`src/source/dev_pkg.sv`:
```
// --------------------
// device controller shared definitions
// baud divisors, frame layout and data widths
// for the command links and the power monitor
// --------------------

package dev_pkg;

    // --------------------
    // serial byte
    // --------------------
    localparam int byte_w         = 8;      // data bits per character

    // --------------------
    // link bit periods at 60 MHz
    // --------------------
    localparam int upc_baud_div   = 67;     // up-converter, no parity
    localparam int lc_baud_div    = 134;    // local pc, even parity
    localparam int rm_baud_div    = 67;     // remote pc, even parity
    localparam int pwr_baud_div   = 67;     // power sensor
    localparam int baud_cnt_w     = 16;     // bit period counter width

    // transmit side
    localparam int tx_queue_depth = 4;      // bytes incl. the one on the line

    // --------------------
    // power sensor frame
    // --------------------
    localparam logic [byte_w-1:0] pwr_header = 8'h5A;   // frame start
    localparam int pwr_word_w     = 16;     // one sensor word
    localparam int pwr_word_cnt   = 6;      // words per frame
    localparam int pwr_data_bytes = 12;     // payload, checksum excluded
    localparam int meas_w         = 32;     // published measurement

    // six sensor words, word k at [k]
    typedef logic [pwr_word_cnt-1:0][pwr_word_w-1:0] pwr_words_t;

endpackage

```
`src/source/byte_stream_if.sv`:
```
// --------------------
// received byte stream
// byte plus strobe and line status, no back-pressure
// --------------------
`timescale 1ns/1ps

interface byte_stream_if;

    logic [dev_pkg::byte_w-1:0] data;       // received character
    logic                       valid;      // one-cycle strobe
    logic                       parity_err; // parity mismatch
    logic                       stop_err;   // stop bit sampled low

    // receiver side
    modport rx   (output data, valid, parity_err, stop_err);

    // consumer must take the byte while valid is high
    modport sink (input  data, valid, parity_err, stop_err);

endinterface

```
`src/source/uart_rx.sv`:
```
// --------------------
// uart receiver
// two-flop sync, start edge detect, mid-bit sampling
// optional even parity check and bad-parity drop
// --------------------
`timescale 1ns/1ps

module uart_rx #(
    parameter int BAUD_DIV     = dev_pkg::upc_baud_div,
    parameter bit CHECK_EN     = 1'b0,
    parameter bit CHECK_FILTER = 1'b0
) (
    input  logic        clk_sys,
    input  logic        rst_n,
    input  logic        rx,                     // serial line
    byte_stream_if.rx   stream
);

    // index of the stop bit, start bit is index 0
    localparam int last_bit = CHECK_EN ? dev_pkg::byte_w + 2 : dev_pkg::byte_w + 1;

    logic [2:0]                     rx_ff;      // meta, sync, previous
    logic                           busy;
    logic [dev_pkg::baud_cnt_w-1:0] baud_cnt;
    logic [3:0]                     bit_idx;
    logic [dev_pkg::byte_w-1:0]     shift_reg;  // lsb first
    logic                           par_acc;    // running xor

    logic start_edge;
    logic mid_pt;
    logic bad_par;

    assign start_edge = rx_ff[2] & ~rx_ff[1];   // falling edge
    assign mid_pt     = busy && (baud_cnt == dev_pkg::baud_cnt_w'(BAUD_DIV / 2));
    assign bad_par    = CHECK_EN && par_acc;    // odd count of ones

    // --------------------
    // control and status
    // --------------------
    always_ff @(posedge clk_sys) begin
        if (!rst_n) begin
            rx_ff             <= 3'b111;        // line idles high
            busy              <= 1'b0;
            baud_cnt          <= '0;
            bit_idx           <= '0;
            par_acc           <= 1'b0;
            stream.valid      <= 1'b0;
            stream.parity_err <= 1'b0;
            stream.stop_err   <= 1'b0;
        end else begin
            rx_ff        <= {rx_ff[1:0], rx};
            stream.valid <= 1'b0;               // strobe default
            if (!busy) begin
                if (start_edge) begin
                    busy     <= 1'b1;
                    baud_cnt <= '0;
                    bit_idx  <= '0;
                    par_acc  <= 1'b0;
                end
            end else begin
                if (baud_cnt == dev_pkg::baud_cnt_w'(BAUD_DIV - 1)) begin
                    baud_cnt <= '0;
                    bit_idx  <= bit_idx + 4'd1;
                end else begin
                    baud_cnt <= baud_cnt + 1'b1;
                end
                if (mid_pt) begin
                    if (bit_idx == 4'd0) begin
                        if (rx_ff[1]) busy <= 1'b0;     // glitch, not a start bit
                    end else if (bit_idx == 4'(last_bit)) begin
                        busy              <= 1'b0;      // rearm during stop bit
                        stream.parity_err <= bad_par;
                        stream.stop_err   <= ~rx_ff[1];
                        stream.valid      <= !(CHECK_FILTER && bad_par);
                    end else begin
                        par_acc <= par_acc ^ rx_ff[1];  // data and parity bits
                    end
                end
            end
        end
    end

    // payload path
    always_ff @(posedge clk_sys) begin
        if (mid_pt && bit_idx != 4'd0 && bit_idx <= 4'(dev_pkg::byte_w)) begin
            shift_reg <= {rx_ff[1], shift_reg[dev_pkg::byte_w-1:1]};
        end
        if (mid_pt && bit_idx == 4'(last_bit)) begin
            stream.data <= shift_reg;
        end
    end

    // --------------------
    // checks
    // --------------------
    a_valid_single : assert property (@(posedge clk_sys) disable iff (!rst_n)
        stream.valid |=> !stream.valid);

    a_bit_in_frame : assert property (@(posedge clk_sys) disable iff (!rst_n)
        busy |-> bit_idx <= 4'(last_bit));

endmodule

```
`src/source/uart_tx.sv`:
```
// --------------------
// uart transmitter
// small byte queue, start / data / even parity / stop
// writes into a full queue are dropped
// --------------------
`timescale 1ns/1ps

module uart_tx #(
    parameter int BAUD_DIV = dev_pkg::upc_baud_div,
    parameter bit CHECK_EN = 1'b0
) (
    input  logic                       clk_sys,
    input  logic                       rst_n,
    input  logic                       tx_en,       // one cycle per byte
    input  logic [dev_pkg::byte_w-1:0] tx_data,
    output logic                       tx           // serial line
);

    localparam int frame_bits = CHECK_EN ? dev_pkg::byte_w + 3 : dev_pkg::byte_w + 2;
    localparam int ptr_w      = $clog2(dev_pkg::tx_queue_depth);
    localparam int fill_w     = $clog2(dev_pkg::tx_queue_depth + 1);

    logic [dev_pkg::byte_w-1:0] q_mem [dev_pkg::tx_queue_depth];
    logic [ptr_w-1:0]           wr_ptr;
    logic [ptr_w-1:0]           rd_ptr;
    logic [fill_w-1:0]          fill;           // waiting bytes
    logic                       busy;           // byte on the line
    logic [dev_pkg::baud_cnt_w-1:0] baud_cnt;
    logic [3:0]                 bit_cnt;        // bit now on the line
    logic [frame_bits-1:0]      shreg;          // remaining bits
    logic [frame_bits-1:0]      frame_next;

    logic baud_wrap, last_bit, push, pop;

    assign baud_wrap = baud_cnt == dev_pkg::baud_cnt_w'(BAUD_DIV - 1);
    assign last_bit  = bit_cnt == 4'(frame_bits - 1);
    // the byte on the line still holds a slot
    assign push = tx_en && (int'(fill) + int'(busy) < dev_pkg::tx_queue_depth);
    assign pop  = (fill != '0) && (!busy || (baud_wrap && last_bit));   // back to back

    always_comb begin
        frame_next                     = '1;    // stop bit
        frame_next[0]                  = 1'b0;  // start bit
        frame_next[dev_pkg::byte_w:1]  = q_mem[rd_ptr];
        if (CHECK_EN) frame_next[dev_pkg::byte_w+1] = ^q_mem[rd_ptr];  // even
    end

    // --------------------
    // queue and shifter control
    // --------------------
    always_ff @(posedge clk_sys) begin
        if (!rst_n) begin
            wr_ptr   <= '0;
            rd_ptr   <= '0;
            fill     <= '0;
            busy     <= 1'b0;
            tx       <= 1'b1;                   // idle high
            baud_cnt <= '0;
            bit_cnt  <= '0;
        end else begin
            fill <= fill + fill_w'(push) - fill_w'(pop);
            if (push) wr_ptr <= wr_ptr + 1'b1;
            if (pop)  rd_ptr <= rd_ptr + 1'b1;
            if (pop) begin
                busy     <= 1'b1;
                baud_cnt <= '0;
                bit_cnt  <= '0;
                tx       <= 1'b0;               // start bit
            end else if (busy) begin
                if (baud_wrap) begin
                    baud_cnt <= '0;
                    if (last_bit) begin
                        busy <= 1'b0;           // line already high
                    end else begin
                        tx      <= shreg[0];
                        bit_cnt <= bit_cnt + 4'd1;
                    end
                end else begin
                    baud_cnt <= baud_cnt + 1'b1;
                end
            end
        end
    end

    // storage and shift data
    always_ff @(posedge clk_sys) begin
        if (push) q_mem[wr_ptr] <= tx_data;
        if (pop) begin
            shreg <= {1'b1, frame_next[frame_bits-1:1]};
        end else if (busy && baud_wrap && !last_bit) begin
            shreg <= {1'b1, shreg[frame_bits-1:1]};
        end
    end

    a_fill_bound : assert property (@(posedge clk_sys) disable iff (!rst_n)
        int'(fill) <= dev_pkg::tx_queue_depth);

endmodule

```
`src/source/pwr_monitor.sv`:
```
// --------------------
// power sensor frame decoder
// header, 12 payload bytes, 8-bit sum checksum
// publishes interleaved voltage / current / power words
// --------------------
`timescale 1ns/1ps

module pwr_monitor (
    input  logic                       clk_sys,
    input  logic                       rst_n,
    byte_stream_if.sink                stream,
    output logic [dev_pkg::meas_w-1:0] pwr_voltage,
    output logic [dev_pkg::meas_w-1:0] pwr_current,
    output logic [dev_pkg::meas_w-1:0] pwr_power,
    output logic                       pwr_valid     // one-cycle strobe
);

    localparam int idx_w = $clog2(dev_pkg::pwr_data_bytes);

    typedef enum logic [1:0] {
        st_idle,                                // hunting for header
        st_payload,                             // collecting words
        st_check                                // waiting for checksum
    } state_t;

    state_t                     state;
    logic [idx_w-1:0]           byte_idx;       // payload position
    logic [dev_pkg::byte_w-1:0] sum;            // low byte of payload sum
    logic                       frame_err;      // line error seen in frame
    dev_pkg::pwr_words_t        words;

    logic last_byte;
    logic frame_ok;
    logic line_err;

    assign last_byte = byte_idx == idx_w'(dev_pkg::pwr_data_bytes - 1);
    assign line_err  = stream.stop_err | stream.parity_err;
    assign frame_ok  = (stream.data == sum) && !frame_err && !line_err;

    // --------------------
    // frame fsm
    // --------------------
    always_ff @(posedge clk_sys) begin
        if (!rst_n) begin
            state       <= st_idle;
            byte_idx    <= '0;
            sum         <= '0;
            frame_err   <= 1'b0;
            pwr_valid   <= 1'b0;
            pwr_voltage <= '0;
            pwr_current <= '0;
            pwr_power   <= '0;
        end else begin
            pwr_valid <= 1'b0;
            if (stream.valid) begin
                case (state)
                    st_idle: begin
                        if (stream.data == dev_pkg::pwr_header) begin
                            state     <= st_payload;
                            byte_idx  <= '0;
                            sum       <= '0;
                            frame_err <= line_err;  // header counts too
                        end
                    end
                    st_payload: begin
                        sum       <= sum + stream.data;
                        frame_err <= frame_err | line_err;
                        if (last_byte) state <= st_check;
                        else           byte_idx <= byte_idx + 1'b1;
                    end
                    st_check: begin
                        state <= st_idle;       // bad frame keeps old outputs
                        if (frame_ok) begin
                            pwr_valid   <= 1'b1;
                            pwr_voltage <= {words[3], words[0]};
                            pwr_current <= {words[4], words[1]};
                            pwr_power   <= {words[5], words[2]};
                        end
                    end
                    default: state <= st_idle;
                endcase
            end
        end
    end

    // big-endian words, even byte is the high half
    always_ff @(posedge clk_sys) begin
        if (stream.valid && state == st_payload) begin
            if (byte_idx[0]) begin
                words[byte_idx[idx_w-1:1]][dev_pkg::byte_w-1:0] <= stream.data;
            end else begin
                words[byte_idx[idx_w-1:1]][dev_pkg::pwr_word_w-1:dev_pkg::byte_w]
                    <= stream.data;
            end
        end
    end

    a_idx_range : assert property (@(posedge clk_sys) disable iff (!rst_n)
        state == st_payload |-> int'(byte_idx) < dev_pkg::pwr_data_bytes);

endmodule

```
`src/source/dev_top.sv`:
```
// --------------------
// device controller serial side
// up-converter, local pc and remote pc command links
// plus the power sensor receiver
// --------------------
`timescale 1ns/1ps

module dev_top (
    input  logic                       clk_60m,
    input  logic                       rst_n,
    // --------------------
    // up-converter link
    input  logic                       upc_cfg_uart_rx,
    output logic                       upc_cfg_uart_tx,
    input  logic [dev_pkg::byte_w-1:0] upconvert_cfg_data,
    input  logic                       upconvert_cfg_data_valid,
    output logic [dev_pkg::byte_w-1:0] upconvert_rd_data,
    output logic                       upconvert_rd_data_valid,
    // --------------------
    // local pc link
    input  logic                       pc_lcuart_rx,
    output logic                       pc_lcuart_tx,
    input  logic                       pc_lctx_en,
    input  logic [dev_pkg::byte_w-1:0] pc_lctx_data,
    output logic [dev_pkg::byte_w-1:0] pc_lcrx_data,
    output logic                       pc_lcrx_data_valid,
    // --------------------
    // remote pc link
    input  logic                       pc_rmuart_rx,
    output logic                       pc_rmuart_tx,
    input  logic                       pc_rmtx_en,
    input  logic [dev_pkg::byte_w-1:0] pc_rmtx_data,
    output logic [dev_pkg::byte_w-1:0] pc_rmrx_data,
    output logic                       pc_rmrx_data_valid,
    // --------------------
    // power monitor
    input  logic                       pwr_uart_rx,
    output logic [dev_pkg::meas_w-1:0] pwr_voltage,
    output logic [dev_pkg::meas_w-1:0] pwr_current,
    output logic [dev_pkg::meas_w-1:0] pwr_power,
    output logic                       pwr_valid
);

    byte_stream_if upc_rx_if ();                // up-converter readback
    byte_stream_if lc_rx_if  ();                // local pc
    byte_stream_if rm_rx_if  ();                // remote pc
    byte_stream_if pwr_rx_if ();                // power sensor

    // up-converter, no parity
    uart_rx #(.BAUD_DIV(dev_pkg::upc_baud_div), .CHECK_EN(1'b0), .CHECK_FILTER(1'b0))
    u1_uart_rx (.clk_sys(clk_60m), .rst_n(rst_n), .rx(upc_cfg_uart_rx), .stream(upc_rx_if));
    uart_tx #(.BAUD_DIV(dev_pkg::upc_baud_div), .CHECK_EN(1'b0))
    u1_uart_tx (.clk_sys(clk_60m), .rst_n(rst_n), .tx_en(upconvert_cfg_data_valid),
                .tx_data(upconvert_cfg_data), .tx(upc_cfg_uart_tx));

    // local pc, even parity with drop
    uart_rx #(.BAUD_DIV(dev_pkg::lc_baud_div), .CHECK_EN(1'b1), .CHECK_FILTER(1'b1))
    u2_uart_rx (.clk_sys(clk_60m), .rst_n(rst_n), .rx(pc_lcuart_rx), .stream(lc_rx_if));
    uart_tx #(.BAUD_DIV(dev_pkg::lc_baud_div), .CHECK_EN(1'b1))
    u2_uart_tx (.clk_sys(clk_60m), .rst_n(rst_n), .tx_en(pc_lctx_en),
                .tx_data(pc_lctx_data), .tx(pc_lcuart_tx));

    // remote pc, even parity with drop
    uart_rx #(.BAUD_DIV(dev_pkg::rm_baud_div), .CHECK_EN(1'b1), .CHECK_FILTER(1'b1))
    u3_uart_rx (.clk_sys(clk_60m), .rst_n(rst_n), .rx(pc_rmuart_rx), .stream(rm_rx_if));
    uart_tx #(.BAUD_DIV(dev_pkg::rm_baud_div), .CHECK_EN(1'b1))
    u3_uart_tx (.clk_sys(clk_60m), .rst_n(rst_n), .tx_en(pc_rmtx_en),
                .tx_data(pc_rmtx_data), .tx(pc_rmuart_tx));

    // --------------------
    // power sensor path
    // --------------------
    uart_rx #(.BAUD_DIV(dev_pkg::pwr_baud_div), .CHECK_EN(1'b0), .CHECK_FILTER(1'b0))
    u4_uart_rx (.clk_sys(clk_60m), .rst_n(rst_n), .rx(pwr_uart_rx), .stream(pwr_rx_if));

    pwr_monitor u_pwr_monitor (
        .clk_sys     (clk_60m    ),             // (input )
        .rst_n       (rst_n      ),             // (input )
        .stream      (pwr_rx_if  ),             // (sink  )
        .pwr_voltage (pwr_voltage),             // (output) word 3 : word 0
        .pwr_current (pwr_current),             // (output) word 4 : word 1
        .pwr_power   (pwr_power  ),             // (output) word 5 : word 2
        .pwr_valid   (pwr_valid  )              // (output)
    );

    // received bytes out to the user
    assign upconvert_rd_data       = upc_rx_if.data;
    assign upconvert_rd_data_valid = upc_rx_if.valid;
    assign pc_lcrx_data            = lc_rx_if.data;
    assign pc_lcrx_data_valid      = lc_rx_if.valid;
    assign pc_rmrx_data            = rm_rx_if.data;
    assign pc_rmrx_data_valid      = rm_rx_if.valid;

endmodule

```
`config.mk`:
```
export PLATFORM = sky130hd
export DESIGN_NAME = dev_top
export DESIGN_NICKNAME = d
export VERILOG_FILES = /design/src/source/dev_pkg.sv /design/src/source/byte_stream_if.sv /design/src/source/uart_rx.sv /design/src/source/uart_tx.sv /design/src/source/pwr_monitor.sv /design/src/source/dev_top.sv
export SDC_FILE = /design/constraint.sdc
export NUM_CORES = 1
export LEC_CHECK = 0
export ABC_CLOCK_PERIOD_IN_PS = 4600
export BUFFER_PORTS_ARGS = -buffer_cell sky130_fd_sc_hd__buf_2
export CAP_MARGIN = 20
export CORE_MARGIN = 2
export CORE_UTILIZATION = 58
export DETAILED_ROUTE_END_ITERATION = 8
export GPL_ROUTABILITY_DRIVEN = 0
export PLACE_DENSITY = 0.78
export SETUP_SLACK_MARGIN = 0.3
export SKIP_LAST_GASP = 1
export SLEW_MARGIN = 10
export SYNTH_ARGS = -nofsm -noshare
export SYNTH_HDL_FRONTEND = slang
export SYNTH_SLANG_ARGS = --single-unit
```
`constraint.sdc`:
```
create_clock -name clk_60m -period 4.6 [get_ports clk_60m]
set_input_delay 0.23 -clock clk_60m [delete_from_list [all_inputs] [get_ports clk_60m]]
set_output_delay 0.23 -clock clk_60m [all_outputs]
set_load 0.01 [all_outputs]
```
# Yosys cells after proc, flatten, opt, wreduce, memory -nomap -nowiden
# Memories as Yosys holds them, arrays and structs flattened. A register that Yosys moved wholly into a read port is not among the register bits.
# Cells that the tools add are included.
# W data, S select, Z words.
# classes
addsub	31
order_cmp	9
eq_ne	39
muxes	123
bitwise_logic	26
n_reduce_logical	101
# ops
cell	count
$mux W16	16
$bwmux W96	2
$add A16 B1 Y16 const B	7
$demux W16 S3	2
$eq A16 B7 Y1 const B	6
$lt A32 B4 Y1 const B	3
$mux W96	1
$mux W1	68
$mux W4	14
$eq A16 B6 Y1 const B	3
$mux W9	4
$logic_and A1 B1 Y1	35
$add A4 B1 Y4 const B	8
$eq A16 B8 Y1 const B	2
$eq A4 B4 Y1 const B	8
$mux W8	4
$reduce_and A3 Y1	10
$ne A2 B2 Y1 const B	14
$reduce_bool A2 Y1	14
$not A1 Y1	19
$le A4 B4 Y1 const B	4
$logic_not A4 Y1	4
$mux W2	8
$pmux W8 S2	1
other kinds (29)	72
# totals
regBits	488
ramBits	96
in_bits	33
out_inout_bits	127
elab_cells	401
n_memories	3
# mem_list
memory	words	word_bits	rd	rd_clocked_by_memory_dff	wr	line	source
u1_uart_tx.q_mem	4	8	1	1	1	uart_tx.sv:23	logic [dev_pkg::byte_w-1:0] q_mem [dev_pkg::tx_queue_depth];
u2_uart_tx.q_mem	4	8	1	1	1	uart_tx.sv:23	
u3_uart_tx.q_mem	4	8	1	1	1	uart_tx.sv:23	

# Longest topological paths before layout
# logic_depth
ltp_word	6
depth_mapped	14
depth_no_buf	13

# By module
# A second synthesis with hierarchy kept.
# hier_totals
hier_cells	2245
area_unflattened_um2	25580.8
# modules_own_cells
module	instances	cells_each	area_each_um2	seq_area_each_um2
pwr_monitor	1	773	8364.3	5124.9
uart_tx (u3_uart_tx)	1	241	3209.3	1851.8
uart_tx (u1_uart_tx)	1	245	3174.3	1821.7
uart_tx (u2_uart_tx)	1	249	3148.0	1851.8
uart_rx (u2_uart_rx)	1	191	1953.1	1041.0
uart_rx (u4_uart_rx)	1	184	1946.9	1001.0
uart_rx (u3_uart_rx)	1	181	1893.1	1041.0
uart_rx (u1_uart_rx)	1	181	1891.8	1001.0

# Worst setup path before layout
# OpenSTA, ideal clock, no wires.
# synth_path
path_kind	reg-to-reg
from	register u2_uart_tx.baud_cnt[0] in the netlist's numbering
to	register u2_uart_tx.fill[2]
setup_time_ns	0.128
t_arrival_ns	2.786
required_time_ns	4.472
slack_ns	1.687
stages_incl_launch_ff	13
n_path_buf	1
period_less_slack_ns	2.913
path_cell_list	dfxtp_1 -> ha_1 -> or4bb_1 -> o41ai_4 -> and3_4 -> buf_12 -> ha_1 -> inv_1 -> ha_1 -> inv_1 -> fa_1 -> xnor2_1 -> nor2_1
# synth_between
elab_chain_len	5
# synth_rtl
item	line	source
from (decl)	uart_tx.sv:28	logic [dev_pkg::baud_cnt_w-1:0] baud_cnt;
from (signal assigned)	uart_tx.sv:79	baud_cnt <= baud_cnt + 1'b1;
$eq A16 B8 Y1	uart_tx.sv:35	assign baud_wrap = baud_cnt == dev_pkg::baud_cnt_w'(BAUD_DIV - 1);
$logic_and A1 B1 Y1	uart_tx.sv:39	assign pop = (fill != '0) && (!busy || (baud_wrap && last_bit));
$logic_or A1 B1 Y1	uart_tx.sv:39	
$logic_and A1 B1 Y1	uart_tx.sv:39	
$sub A3 B1 Y3	uart_tx.sv:61	fill <= fill + fill_w'(push) - fill_w'(pop);
to (signal assigned)	uart_tx.sv:61	
to (decl)	uart_tx.sv:26	logic [fill_w-1:0] fill;
# Every way passes these cells.
# A chain may end at the register's enable or synchronous reset.

# Final worst setup path
# Same ends and word-level chain as after synthesis.

==> flow_summary.json <==
{
  "via_count": 16710,
  "yosys-top-cells-area": "edfxtp_1, dfxtp_1, nand2_1",
  "holdWs_ns": 0.1090,
  "dpl_cell_area_um2": 25520,
  "synth_area_per_cell_um2": 10.96,
  "cts_setup_buffers": 0,
  "die-area_um2": 43650,
  "critical_path_required_ns": 5.05,
  "grt_start_max_net_pins": 133,
  "fin_ws_ns": 1.467,
  "die_y_um": 208.9,
  "ys_types": 73,
  "clock_skew_ns": 0.02501,
  "synth_seq_area_share_pct": 60.08,
  "cp_data_arrival_time_ns": 3.58,
  "detailedRoute.firstPassIterationCount": 5,
  "drtAntennaViolNets": 0,
  "rsz0062_at_grt": "no",
  "grt_usage_pct": 22.10,
  "setup.worst_path.end_class": "flip-flop",
  "postRouteWirelength_mm": 48.09,
  "avgRoutedWirePerCell_um": 16.20,
  "synth.top_cells.by_count": "dfxtp_1, nand2_1, edfxtp_1, nor2_1, a21oi_1",
  "vdd_drop_max_uv": 452.3,
  "post_synth_inst_count": 2222,
  "dp.final_hpwl_mm": 30.97,
  "finalMaxSlewViolations": 0,
  "overflow": 0,
  "first_global_vias": 16240,
  "fp.dieW_um": 208.9,
  "grt_antenna_before_repair": 0,
  "startpoint": "u2_uart_tx.baud_cnt[0]",
  "final_routed_drc_violation_total": 0,
  "critical_path.max_fanout": 13,
  "clock_slew_seen_by_the_registers_of_the_worst_setup_and_hold_paths_ns": 0.06,
  "synthArstFlopShare_pct": 0,
  "worst_skew_pair.late_latency_ns": 0.61,
  "holdCritStartpoint": "pc_rmtx_en",
  "rrSetupSlack_ns": 1.47,
  "number_of_flip_flops_and_latches_in_the_synthesized_netlist": 590,
  "hold_path.class": "input port to flip-flop",
  "cts.htree.levels": 2,
  "mappedNetlistArea_um2": 24360,
  "port_buffers": 159,
  "timing_hold_violations_final": 0,
  "synth-edff-count": 282,
  "worst-setup-path-type": "flip-flop to flip-flop",
  "antenna-diode-count": 0,
  "syn_to_final_growth_pct": 13.59,
  "top_level_ports": 160,
  "synth_area_leader_cell": "edfxtp_1",
  "design.final.nets": 2482,
  "totalPowerFinal_mw": 12.07,
  "synthDominantCellAreaShare_pct": 34.77,
  "timing.final.crit_period_ns": 3.133,
  "timing.max_cap.violations": 0,
  "synth.net_count": 2323,
  "run_status": "completed",
  "slew_headroom_pct": 31.77,
  "timing_worst_slew_pin_value_ns": 1.016,
  "drt_iter0_drc": 1261,
  "post_placement_setup_slack_ns": 1.473,
  "power-per-cell-area_nw_per_um2": 436.3,
  "crit-reg2reg-launch": "u2_uart_tx.baud_cnt[0]",
  "cts-buffers-inserted": 58,
  "fin_crit_sh_pct": 68.11,
  "ys_warn_count": 0,
  "detail_route.vias_per_cell": 5.629,
  "main_flop_type_after_synthesis": "dfxtp_1",
  "cts.sink_count": 590,
  "core_region_area_um2": 41670,
  "max_fclk_mhz": 319.2,
  "initial_core_util_pct": 58.46,
  "static-leakage-power_nw": 9.867,
  "placement_rows": 75,
  "setup_violations": 0,
  "post-synth-top-count-cell": "dfxtp_1",
  "post_route_cell_area_um2": 27670,
  "layout-drive-gt1-share_pct": 13.83,
  "tritoncts": "done",
  "grt_first_pass_wirelength_mm": 79.78,
  "cts_root_buffer": "clkbuf_16",
  "critPathLaunchType": "flip-flop",
  "timing.setup.tns_ns": 0,
  "cts_buffer_depth": 3,
  "largest_reg_flops": 96
}
cells in the final DEF, fill, tap and decap left out, drive strengths merged, types with 41 or more instances in the layout:
| master | netlist | layout |
|---|---|---|
| a21oi | 192 | 192 |
| and2 | 120 | 120 |
| buf | 18 | 174 |
| clkbuf | 87 | 77 |
| dfxtp | 308 | 308 |
| edfxtp | 282 | 282 |
| ha | 64 | 64 |
| inv | 65 | 66 |
| nand2 | 285 | 285 |
| nand3 | 43 | 43 |
| nor2 | 193 | 193 |
| o21ai | 73 | 73 |
| xnor2 | 41 | 41 |
per-stage QoR:
step	util [%]	std cells
finish	66.41	2968
global route	66.41	2968
CTS	66.36	2965
detailed placement	61.26	2829
global placement	61.23	2827
floorplan	-	2222
where the power goes:
part | total (mW) | internal (mW) | switching [mW]
registers | 6.11 | 5.87 | 0.238
logic | 1.40 | 0.677 | 0.727
clock network | 4.56 | 2.61 | 1.95
path summary, 6_finish.rpt:
check,endpoint,cells past startpoint
worst min-delay path,u3_uart_tx.wr_ptr[0],4
worst max-delay path,u2_uart_tx.fill[2],11
worst max register to register,u2_uart_tx.fill[2],11
worst min register to register,u3_uart_rx.rx_ff[1],1
worst max-delay path, stage by stage (launching register included):
cell and delay (ns):
dfxtp_1 0.43, ha_1 0.17, or4bb_1 0.45, o41ai_4 0.47, and3_4 0.38, ha_1 0.26, inv_1 0.06, ha_1 0.13
inv_1 0.04, fa_1 0.37, xnor2_1 0.16, nor2_1 0.05
cell type report:
cell class / count / area [um2]
Clock buffer: 75 / 1555
Clock inverter: 33 / 290.3
Fill cell: 3171 / 14000
Inverter: 65 / 249.0
Multi-Input combinational cell: 1462 / 9061
Sequential cell: 590 / 14630
Tap cell: 539 / 674.4
Timing Repair Buffer: 204 / 1204
logic make-up after synthesis:
group | count (synthesis) | share of synthesized area (%)
and+or+nand+nor | 895 | 18.27
DFF | 590 | 60.08
AOI/OAI and AO/OA | 376 | 9.169
buffers and inverters | 170 | 2.841
xor gates and xnor gates | 74 | 2.661
adders and majority gates | 68 | 3.616
muxes | 49 | 3.365
routing by layer:
layer | vias up | GRT usage, % | part of all wire (%)
li1 | 8217 | - | -
met1 | 8029 | 28.39 | 44
met2 | 375 | 38.25 | 49
met3 | 85 | 3.847 | 4.5
met4 | 0 | 7.044 | 2.5
met5 | - | 0 | 0
what timing repair did:
action / 4_1_cts / 5_1_grt
resized for setup: 0 / 0
hold buffers: 28 / 0
endpoints found under the hold margin: 100 / 0
Power figures use the tool's default switching activity.
